## config.mk

```make
export PLATFORM = sky130hd
export DESIGN_NAME = exu_top
export DESIGN_NICKNAME = d
export VERILOG_FILES = /design/src/design/exu_pkg.sv /design/src/design/exu_issue_if.sv /design/src/design/exu_alu.sv /design/src/design/exu_commit.sv /design/src/design/exu_redirect.sv /design/src/design/exu_top.sv
export SDC_FILE = /design/constraint.sdc
export NUM_CORES = 1
export LEC_CHECK = 0
export BUFFER_PORTS_ARGS = -buffer_cell sky130_fd_sc_hd__buf_2
export CORE_ASPECT_RATIO = 1.5
export CORE_UTILIZATION = 30
export CTS_BUF_LIST = sky130_fd_sc_hd__clkbuf_16
export DETAILED_ROUTE_END_ITERATION = 12
export GPL_TIMING_DRIVEN = 0
export PLACE_DENSITY_LB_ADDON = 0.1
export SLEW_MARGIN = 10
export SYNTH_ARGS = -nofsm -noshare
export SYNTH_HDL_FRONTEND = slang
export SYNTH_SLANG_ARGS = --single-unit
export TNS_END_PERCENT = 50
```

## constraint.sdc

```tcl
create_clock -name clk -period 3.6 [get_ports clk]
set_input_delay 0.36 -clock clk [delete_from_list [all_inputs] [get_ports clk]]
set_output_delay 0.36 -clock clk [all_outputs]
set_load 0.05 [all_outputs]
```

## src/design/exu_pkg.sv

```systemverilog
package exu_pkg;

    localparam int xlen        = 32;
    localparam int link_offset = 4;  // Bytes from pc to return address.
    localparam int shamt_w     = 5;  // Shift amount bits of operand b.

    typedef logic [xlen-1:0] xlen_t;

    // Instruction class, chosen by decode.
    typedef enum logic [2:0] {
        KIND_ALU    = 3'd0,
        KIND_JAL    = 3'd1,  // Also covers jalr.
        KIND_BRANCH = 3'd2,
        KIND_CSR    = 3'd3,
        KIND_SYS    = 3'd4
    } exu_kind_e;

    typedef enum logic [3:0] {
        ADD  = 4'd0,
        SUB  = 4'd1,
        AND  = 4'd2,
        OR   = 4'd3,
        XOR  = 4'd4,
        SLL  = 4'd5,
        SRL  = 4'd6,
        SRA  = 4'd7,
        SLT  = 4'd8,
        SLTU = 4'd9,
        // Branch compares, result is 1 or 0.
        EQ   = 4'd10,
        NE   = 4'd11,
        LT   = 4'd12,
        GE   = 4'd13,
        LTU  = 4'd14,
        GEU  = 4'd15
    } alu_fn_e;

    typedef enum logic [1:0] {
        CSR_NONE = 2'd0,
        CSR_RW   = 2'd1,
        CSR_RS   = 2'd2
    } csr_fn_e;

    typedef enum logic [1:0] {
        SYS_NONE  = 2'd0,
        SYS_ECALL = 2'd1,
        SYS_MRET  = 2'd2
    } sys_fn_e;

    typedef struct packed {
        csr_fn_e csr_fn;  // Upper two bits.
        sys_fn_e sys_fn;
    } sys_op_t;

    // Same 4-bit field. Use alu for ALU, JAL and BRANCH; sys for CSR and SYS.
    typedef union packed {
        alu_fn_e alu;
        sys_op_t sys;
    } exu_op_u;

endpackage

```

## src/design/exu_issue_if.sv

```systemverilog
`timescale 1ns/1ps

interface exu_issue_if import exu_pkg::*; ();

    exu_kind_e kind;
    exu_op_u   op;
    xlen_t     pc;
    xlen_t     src1;
    xlen_t     src2;
    xlen_t     imm;
    logic      a_is_pc;   // Operand a is pc, else src1.
    logic      b_is_imm;  // Operand b is imm, else src2.
    xlen_t     csr_rdata; // Current CSR value.

    modport alu (
        input kind,
        input op,
        input pc,
        input src1,
        input src2,
        input imm,
        input a_is_pc,
        input b_is_imm
    );

    modport redir (
        input kind,
        input op,
        input pc,
        input src1,
        input imm,
        input csr_rdata
    );

endinterface

```

## src/design/exu_alu.sv

```systemverilog
`timescale 1ns/1ps

module exu_alu import exu_pkg::*; (
    exu_issue_if.alu iss,
    output xlen_t    alu_value
);

    xlen_t               opa;
    xlen_t               opb;
    alu_fn_e             fn;
    logic [shamt_w-1:0]  shamt;
    logic                lt_s;
    logic                lt_u;
    logic                eq;

    // Operand and function selection.
    always_comb begin
        opa = iss.a_is_pc  ? iss.pc  : iss.src1;
        opb = iss.b_is_imm ? iss.imm : iss.src2;
        fn  = iss.op.alu;
        if (iss.kind == KIND_BRANCH) begin
            // Branches always compare registers.
            opa = iss.src1;
            opb = iss.src2;
        end
        if (iss.kind == KIND_JAL) begin
            fn = ADD;  // Jump target sum.
        end
    end

    assign shamt = opb[shamt_w-1:0];
    assign lt_s  = $signed(opa) < $signed(opb);
    assign lt_u  = opa < opb;
    assign eq    = opa == opb;

    always_comb begin
        alu_value = '0;
        case (fn)
            ADD:  alu_value = opa + opb;
            SUB:  alu_value = opa - opb;
            AND:  alu_value = opa & opb;
            OR:   alu_value = opa | opb;
            XOR:  alu_value = opa ^ opb;
            SLL:  alu_value = opa << shamt;
            SRL:  alu_value = opa >> shamt;
            SRA:  alu_value = xlen_t'($signed(opa) >>> shamt);
            SLT:  alu_value[0] = lt_s;
            SLTU: alu_value[0] = lt_u;
            EQ:   alu_value[0] = eq;
            NE:   alu_value[0] = ~eq;
            LT:   alu_value[0] = lt_s;
            GE:   alu_value[0] = ~lt_s;
            LTU:  alu_value[0] = lt_u;
            GEU:  alu_value[0] = ~lt_u;
            default: alu_value = '0;
        endcase
    end

endmodule

```

## src/design/exu_commit.sv

```systemverilog
`timescale 1ns/1ps

module exu_commit import exu_pkg::*; (
    input  logic      clk,
    input  logic      rst,
    input  exu_kind_e kind,
    input  exu_op_u   op,
    input  xlen_t     csr_rdata,
    input  xlen_t     store_data,
    input  xlen_t     alu_value,
    input  xlen_t     br_target,
    input  xlen_t     link_addr,
    input  xlen_t     csr_wdata,
    input  logic      in_valid,
    output logic      in_ready,
    output logic      out_valid,
    input  logic      out_ready,
    output xlen_t     result,
    output xlen_t     csr_out,
    output xlen_t     store_out,
    output xlen_t     redirect_pc,
    output logic      redirect_valid
);

    xlen_t result_d;
    xlen_t redirect_pc_d;
    logic  redirect_d;
    logic  load;

    // Accept when empty or drained this cycle.
    assign in_ready = out_ready | ~out_valid;
    assign load     = in_valid & in_ready;

    always_comb begin
        result_d      = '0;
        redirect_d    = 1'b0;
        redirect_pc_d = '0;
        case (kind)
            KIND_ALU: result_d = alu_value;
            KIND_JAL: begin
                result_d      = link_addr;
                redirect_d    = 1'b1;
                redirect_pc_d = {alu_value[xlen-1:1], 1'b0};
            end
            KIND_BRANCH: begin
                if (alu_value[0]) begin  // Compare held.
                    redirect_d    = 1'b1;
                    redirect_pc_d = br_target;
                end
            end
            KIND_CSR: result_d = csr_rdata;  // Old value to rd.
            KIND_SYS: begin
                if (op.sys.sys_fn == SYS_ECALL || op.sys.sys_fn == SYS_MRET) begin
                    redirect_d    = 1'b1;
                    redirect_pc_d = csr_rdata;  // mtvec or mepc.
                end
            end
            default: ;
        endcase
    end

    always_ff @(posedge clk or posedge rst) begin
        if (rst) begin
            out_valid      <= 1'b0;
            redirect_valid <= 1'b0;
            result         <= '0;
            csr_out        <= '0;
            store_out      <= '0;
            redirect_pc    <= '0;
        end else if (load) begin
            out_valid      <= 1'b1;
            redirect_valid <= redirect_d;
            result         <= result_d;
            csr_out        <= csr_wdata;
            store_out      <= store_data;
            redirect_pc    <= redirect_pc_d;
        end else if (out_ready) begin
            out_valid      <= 1'b0;
            redirect_valid <= 1'b0;  // Never flag a redirect without an item.
        end
    end

endmodule

```

## src/design/exu_redirect.sv

```systemverilog
`timescale 1ns/1ps

module exu_redirect import exu_pkg::*; (
    exu_issue_if.redir iss,
    output xlen_t      br_target,
    output xlen_t      link_addr,
    output xlen_t      csr_wdata
);

    sys_op_t sys;
    logic    is_csr;

    assign sys    = iss.op.sys;
    assign is_csr = iss.kind == KIND_CSR;

    // Taken-branch target and return address.
    assign br_target = iss.pc + iss.imm;
    assign link_addr = iss.pc + xlen_t'(link_offset);

    // New CSR value, only for CSR instructions.
    always_comb begin
        csr_wdata = '0;
        if (is_csr) begin
            case (sys.csr_fn)
                CSR_RW:  csr_wdata = iss.src1;
                CSR_RS:  csr_wdata = iss.src1 | iss.csr_rdata;
                default: csr_wdata = '0;
            endcase
        end
    end

endmodule

```

## src/design/exu_top.sv

```systemverilog
`timescale 1ns/1ps

module exu_top import exu_pkg::*; (
    input  logic      clk,
    input  logic      rst,
    input  logic      in_valid,
    output logic      in_ready,
    input  exu_kind_e in_kind,
    input  exu_op_u   in_op,
    input  xlen_t     in_pc,
    input  xlen_t     in_src1,
    input  xlen_t     in_src2,
    input  xlen_t     in_imm,
    input  logic      in_a_is_pc,
    input  logic      in_b_is_imm,
    input  xlen_t     in_csr_rdata,
    output logic      out_valid,
    input  logic      out_ready,
    output xlen_t     out_result,
    output xlen_t     out_csr_wdata,
    output xlen_t     out_store_data,
    output logic      out_redirect_valid,
    output xlen_t     out_redirect_pc
);

    xlen_t alu_value;
    xlen_t br_target;
    xlen_t link_addr;
    xlen_t csr_wdata;

    exu_issue_if iss ();

    assign iss.kind      = in_kind;
    assign iss.op        = in_op;
    assign iss.pc        = in_pc;
    assign iss.src1      = in_src1;
    assign iss.src2      = in_src2;
    assign iss.imm       = in_imm;
    assign iss.a_is_pc   = in_a_is_pc;
    assign iss.b_is_imm  = in_b_is_imm;
    assign iss.csr_rdata = in_csr_rdata;

    exu_alu u_alu (
        .iss       (iss.alu),
        .alu_value (alu_value)
    );

    exu_redirect u_redirect (
        .iss       (iss.redir),
        .br_target (br_target),
        .link_addr (link_addr),
        .csr_wdata (csr_wdata)
    );

    // src2 doubles as store data.
    exu_commit u_commit (
        .clk            (clk),
        .rst            (rst),
        .kind           (in_kind),
        .op             (in_op),
        .csr_rdata      (in_csr_rdata),
        .store_data     (in_src2),
        .alu_value      (alu_value),
        .br_target      (br_target),
        .link_addr      (link_addr),
        .csr_wdata      (csr_wdata),
        .in_valid       (in_valid),
        .in_ready       (in_ready),
        .out_valid      (out_valid),
        .out_ready      (out_ready),
        .result         (out_result),
        .csr_out        (out_csr_wdata),
        .store_out      (out_store_data),
        .redirect_pc    (out_redirect_pc),
        .redirect_valid (out_redirect_valid)
    );

endmodule

```

# Word-level counts from Yosys, hierarchy flattened

Cells that the tools add are included.

Add/subtract/negate cells: 4
$lt $le $gt $ge: 2
Equal/unequal tests: 24
Shift operators: 3
Mux-type cells: 19
Bitwise logic cells: 10
Reduce and logical (&&, ||, !) cells: 6

Operators with widths:

| operator                                            | count |
|---|---|
| one-hot mux 31 bit (8 select lines)                 | 1 |
| 2-to-1 mux 32 bit                                   | 7 |
| one-hot mux 32 bit (3 select lines)                 | 2 |
| adder 32 bit                                        | 2 |
| less-than comparator 32 bit                         | 2 |
| OR 32 bit                                           | 2 |
| one-hot mux 32 bit (2 select lines)                 | 1 |
| adder 32 x 3 -> 32 bit, second input constant       | 1 |
| bitwise AND 32 bit                                  | 1 |
| equality test 32 bit                                | 1 |
| equality test 4 bit, second input constant          | 8 |
| left shift 32 x 5 -> 32 bit                         | 1 |
| >> shifter 32 x 5 -> 32 bit                         | 1 |
| >>> shifter 32 x 5 -> 32 bit                        | 1 |
| subtractor 32 bit                                   | 1 |
| XOR 32 bit                                          | 1 |
| equality test 4 x 3 -> 1 bit, second input constant | 4 |
| one-hot mux 1 bit (14 select lines)                 | 1 |
| equality test 4 x 2 -> 1 bit, second input constant | 2 |
| equality test 3 x 2 -> 1 bit, second input constant | 2 |
| 2-to-1 mux 1 bit                                    | 5 |
| equality test 2 x 1 -> 1 bit, second input constant | 2 |
| equality test 2 bit, second input constant          | 2 |
| equality test 4 x 1 -> 1 bit, second input constant | 1 |
| other kinds (12)                                    | 16 |

Register bits: 130
Input bits: 173
Output and inout bits: 131
Word-level logic and storage cells: 74

# Depth between registers and ports, before layout

Word-level depth: 8
Mapped depth: 20

# By module

Synthesis repeated with hierarchy kept, for this count alone.

Cell total of the unflattened synthesis: 2581
Area total of the unflattened synthesis: 19496.2 um2

Modules (own cells, without submodules):

| module       | instances | cells each | area each (um2) | sequential area each (um2) |
|---|---|---|---|---|
| exu_alu      | 1         | 1441       | 10243.6         | 0.0 |
| exu_commit   | 1         | 755        | 6737.7          | 3253.1 |
| exu_redirect | 1         | 385        | 2514.9          | 0.0 |

# Worst setup path after synthesis

OpenSTA, ideal clock, no wires.

Path kind: in2reg
Start point: input port in_kind[0]
End point: register u_commit.result[23]
Arrival: 4.849 ns
Required time: 3.451 ns
Slack: -1.398 ns
Cell stages on the path: 17
Path through: buf_6 -> nor3b_4 -> buf_6 -> o211a_2 -> clkbuf_1 -> clkbuf_1 -> buf_1 -> ha_1 -> clkbuf_1 -> o2111ai_1 -> a211oi_1 -> o21ai_0 -> a2111oi_0 -> o31ai_1 -> a221o_1 -> a2111oi_0 -> o221ai_1

Word-level cells in the longest chain between the ends: 5
Elaborated cells between the ends (all ways): 25
Those cells by class: add/sub: 2; eq/ne: 10; shift: 3; mux: 5; bitwise: 3; reduce/logical: 2

Ends and longest elaborated chain:

| what                                                                                | line                                           | text |
|---|---|---|
| start: declaration                                                                  | exu_top.sv:8                                   | `input exu_kind_e in_kind,` |
| equality test 3 x 2 -> 1 bit / equality test 3 x 1 -> 1 bit (equally long branches) | exu_alu.sv:21, exu_alu.sv:26, exu_commit.sv:38 |  |
| 2-to-1 mux 32 bit / 2-to-1 mux 4 bit (equally long branches)                        | exu_alu.sv:21, exu_alu.sv:26                   |  |
| subtractor 32 bit, or another cell as far along                                     | exu_alu.sv:40                                  | `SUB: alu_value = opa - opb;` |
| one-hot mux 31 bit (8 select lines)                                                 | exu_alu.sv:38                                  | `case (fn)` |
| one-hot mux 32 bit (3 select lines) (*)                                             | exu_commit.sv:38                               | `case (kind)` |
| end signal: assignment                                                              | exu_commit.sv:73                               | `result <= result_d;` |
| end: declaration                                                                    | exu_commit.sv:18                               | `output xlen_t result,` |

Mark *: on every way between the ends. The rest lies on a longest branch, timed or not.
A chain may end at the register's enable or synchronous reset.

# Final worst setup path

Start point: input port in_kind[1]
End point: register u_commit.redirect_pc[15]

Word-level cells in the longest chain between the ends: 7
Elaborated cells between the ends (all ways): 42
Those cells by class: add/sub: 2; order compare: 2; eq/ne: 19; shift: 3; mux: 7; bitwise: 6; reduce/logical: 3

Ends and longest elaborated chain:

| what                                                                                | line                                           | text |
|---|---|---|
| equality test 3 x 2 -> 1 bit / equality test 3 x 1 -> 1 bit (equally long branches) | exu_alu.sv:21, exu_commit.sv:38, exu_alu.sv:26 |  |
| 2-to-1 mux 32 bit / 2-to-1 mux 4 bit (equally long branches)                        | exu_alu.sv:21, exu_alu.sv:26                   |  |
| less-than comparator 32 bit, or another cell as far along                           | exu_alu.sv:33                                  | `assign lt_u = opa < opb;` |
| NOT 1 bit, or another cell as far along                                             | exu_alu.sv:54                                  | `GEU: alu_value[0] = ~lt_u;` |
| one-hot mux 1 bit (14 select lines)                                                 | exu_alu.sv:38                                  |  |
| 2-to-1 mux 32 bit                                                                   | exu_commit.sv:46                               | `if (alu_value[0]) begin` |
| one-hot mux 32 bit (3 select lines) (*)                                             | exu_commit.sv:38                               |  |
| end signal: assignment                                                              | exu_commit.sv:76                               | `redirect_pc <= redirect_pc_d;` |
| end: declaration                                                                    | exu_commit.sv:21                               | `output xlen_t redirect_pc,` |

Marked as above.

==> metrics.cfg <==
[outcome]
status=finished with violations
violations=negative setup slack

[timing]
relSlewSlack=0.0385
clock-skew-final_ps=7.08
slew_viol_final=0
setup_tns_ps=-58960
period_share=1.33
period_needed_ps=4790
worstMarginPinSlew_ps=1430
whs_ps=45.5
hold_viol=0
setup_viol=65
setup_ws_ps=-1190
rsz0062_at_grt=yes
max_freq_ghz=0.209

[worst_setup_path]
crit_type=in -> reg
crit_family=compound AO/OA/AOI/OAI gates
cp-start-kind=primary input
r2r_end=u_commit.redirect_pc[3]$_DFFE_PP0P_
required_ps=3920
reg2reg_from=u_commit.out_valid$_DFFE_PP0P_
worstRegToRegCells=6
crit_end=u_commit.redirect_pc[15]$_DFFE_PP0P_
cp.depth=21
endpoint_kind=register
critPathMaxFanout=6
crit_path_start=in_kind[1]
cpMaxStageDelayCell=a2111o_1
rrSetupSlack_ps=-170
crit_arrival_ps=5110
crit_path_max_incr_delay_ps=570
crit_chain=buf_4, nor3b_4, buf_6, buf_6, buf_6, buf_4, clkbuf_16, o211ai_1, buf_4, ha_4, nor4b_2, nand4_1, nor3_4, xnor2_2, o211ai_1, a2111o_1, a311o_4, nand2_8, buf_12, buf_16, o221ai_2
path_buf_inv=9

[synthesis]
syn-cell-area_um2=18400
ys_seq_area_frac=0.177
synth_top_flop_cell=dfrtp_1
synth-edff-count=0
synthAdderAreaFrac=0.0943
synth.top_cell.area_share=0.177
ys_types=93
synthSimpleGateAreaFrac=0.217
synth-seq-cells=130
synth_top_family_by_area=compound AO/OA/AOI/OAI gates
synth.mux.area_fraction=0.104
ys_warn_count=0
synth_xor_area_frac=0.0333
syn-num-nets=2765
synthCells=2455
synthArstFlopShare=1.00
synth_compound_area_frac=0.309
syn_area_per_cell_um2=7.50
yosys-top-cells-area=dfrtp_1 18%, ha_1 9.1%, mux2i_1 7.1%
synth.largest_area_cell=dfrtp_1

[placement]
io_buffers=301
gp_congestion=1.04
dp_hpwl_mm=109

[die]
core-area_um2=60400
dieArea_um2=62400
initial_core_util=0.305
die_x_um=204
die_y_um=305
num_rows=110
io_pins=304

[cts]
cts_max_path_buffers=2
cts_made_buffers=17
ctsHoldBuffers=0
clock-sinks=130
clock-root-buffer=clkbuf_16
cts_tree=done
clk_pin_slew_ps=60
clk_latency_ps=460
h-tree-depth=4

[routing]
vias_per_cell=6.45
firstDrtPassIters=6
routed_wl_mm=136
drt_iter0_markers=2396
drcViolationCount=0
wl_per_cell_um=36.9
vias=23800
postRouteAntennaNets=0

[cells_and_area]
final_nets=3205
final_common_cell=nand2_1
area_delta_synth_final_pct=35.5
final_cell_mix=344 x nand2_1, 321 x buf_2, 160 x nor2_1
layout-drive-gt1-share=0.297

[hold_path]
min_path_type=in -> async

[grt]
grt_pass1_vias=23100
grt_overflow=0
grt.total_usage=0.426
antenna_found_initial=5
grt_pass1_wl_mm=184
grt_max_degree=36

[pwr]
power.leakage_nw=11.2
swShare=0.503
p_clk_frac=0.211
switchingPower_w=0.00466
intPower_w=0.00461
pwr-share-seq=0.176
ir_worst_vdd_mv=0.333
power_density_nw_per_um2=371
p_comb_frac=0.612

[run]
maxCapViolCount=0

## cell type report
class | instances | area, um^2
Fill cell | 6345 | 35500
Multi-Input combinational cell | 2032 | 15600
Sequential cell | 130 | 3250
Timing Repair Buffer | 434 | 2720
Buffer | 168 | 1330
Tap cell | 784 | 981
Inverter | 112 | 438
Clock buffer | 17 | 425
Clock inverter | 15 | 208
Antenna cell | 4 | 10.0
## worst min-delay path by stage
stage	cells past startpoint	end	slack, ps
final	2	u_commit.store_out[26]$_DFFE_PP0P_	50
after global routing	2	u_commit.store_out[19]$_DFFE_PP0P_	100
after CTS	2	u_commit.store_out[16]$_DFFE_PP0P_	60
after detailed placement	2	u_commit.store_out[18]$_DFFE_PP0P_	460
after global placement	2	u_commit.csr_out[26]$_DFFE_PP0P_	460
after floorplan	2	u_commit.store_out[0]$_DFFE_PP0P_	470
## sequential cells by signal, summed over array words and instances, names as in the netlist
register,count
u_commit.store_out,32
u_commit.redirect_pc,32
u_commit.csr_out,32
u_commit.redirect_valid,1
u_commit.result,32
u_commit.out_valid,1
## power groups by stage
| stage | Combinational (W) | Sequential (W) | Clock, W |
|---|---|---|---|
| floorplan | 0.00251 | 0.00200 | 0 |
| global placement | 0.00472 | 0.00166 | 0 |
| detailed placement | 0.00474 | 0.00166 | 0 |
| CTS | 0.00524 | 0.00163 | 0.00197 |
| global route | 0.00582 | 0.00164 | 0.00203 |
| finish | 0.00567 | 0.00163 | 0.00196 |
## kinds of logic (layout without fill, tap and decap cells)
family	count (synthesis)	after routing
other	0	4
flip-flops	130	130
buffers and inverters	293	746
AND/OR/NAND/NOR	822	822
AO/OA/AOI/OAI	821	821
multiplexers	182	182
XOR/XNOR	70	70
adder cells (fa/ha/maj)	137	137
## per-layer routing
metal  wire length [um]  share of wire  global-route usage  vias up
met3              10400          0.077              0.0720      551
li1                   -              -                   -    10000
met2              62700           0.46               0.693     1597
met1              47000           0.34               0.458    11700
met5                 16        0.00012                   0        -
met4              16000           0.12               0.425        2
## Yosys cell counts (21+ instances only)
cell       count
and3_1        23
nand3_1       46
mux2i_1      131
a21o_1        30
nor2_1       165
nor2b_1       27
mux2_2        49
dfrtp_1      130
o211ai_1      49
nand2_1      347
and2_1        21
a211o_1       23
o22ai_1       22
clkbuf_1     117
ha_1         134
o21bai_1      22
inv_1         99
nand2b_1      45
o21ai_0      147
nand4bb_1     25
a221o_1       21
buf_2         37
xnor2_1       51
nor3_1        37
a211oi_1      31
a21oi_1      171
o221ai_1      49
a22oi_1       57
## worst reg2reg max path, stage by stage, from the launching register on
cell and delay (ps):
dfrtp_1 380, nand2_1 170, nand2_1 250, nor2_1 1090, nand2_1 820, clkbuf_1 620
o221ai_2 340
## per-stage QoR
step	instance area, um^2	cells	power [W]	setup WS, ps	util
6_report	25000	3696	0.00926	-1190	0.413
5_1_grt	25000	3693	0.00950	-1160	0.413
4_1_cts	24200	3660	0.00884	-1110	0.400
3_5_place_dp	21700	3556	0.00639	-2850	0.360
3_3_place_gp	21600	3540	0.00637	-2850	0.357
2_1_floorplan	19100	2455	0.00451	-763	-
## repair_timing
action,CTS,global route
pin swaps,73,62
gates resized for setup,249,125
setup buffers,80,36
endpoints found under the setup margin,65,65
cloned,2,1
endpoints found under the hold margin,0,0
Power figures use the tool's default switching activity.
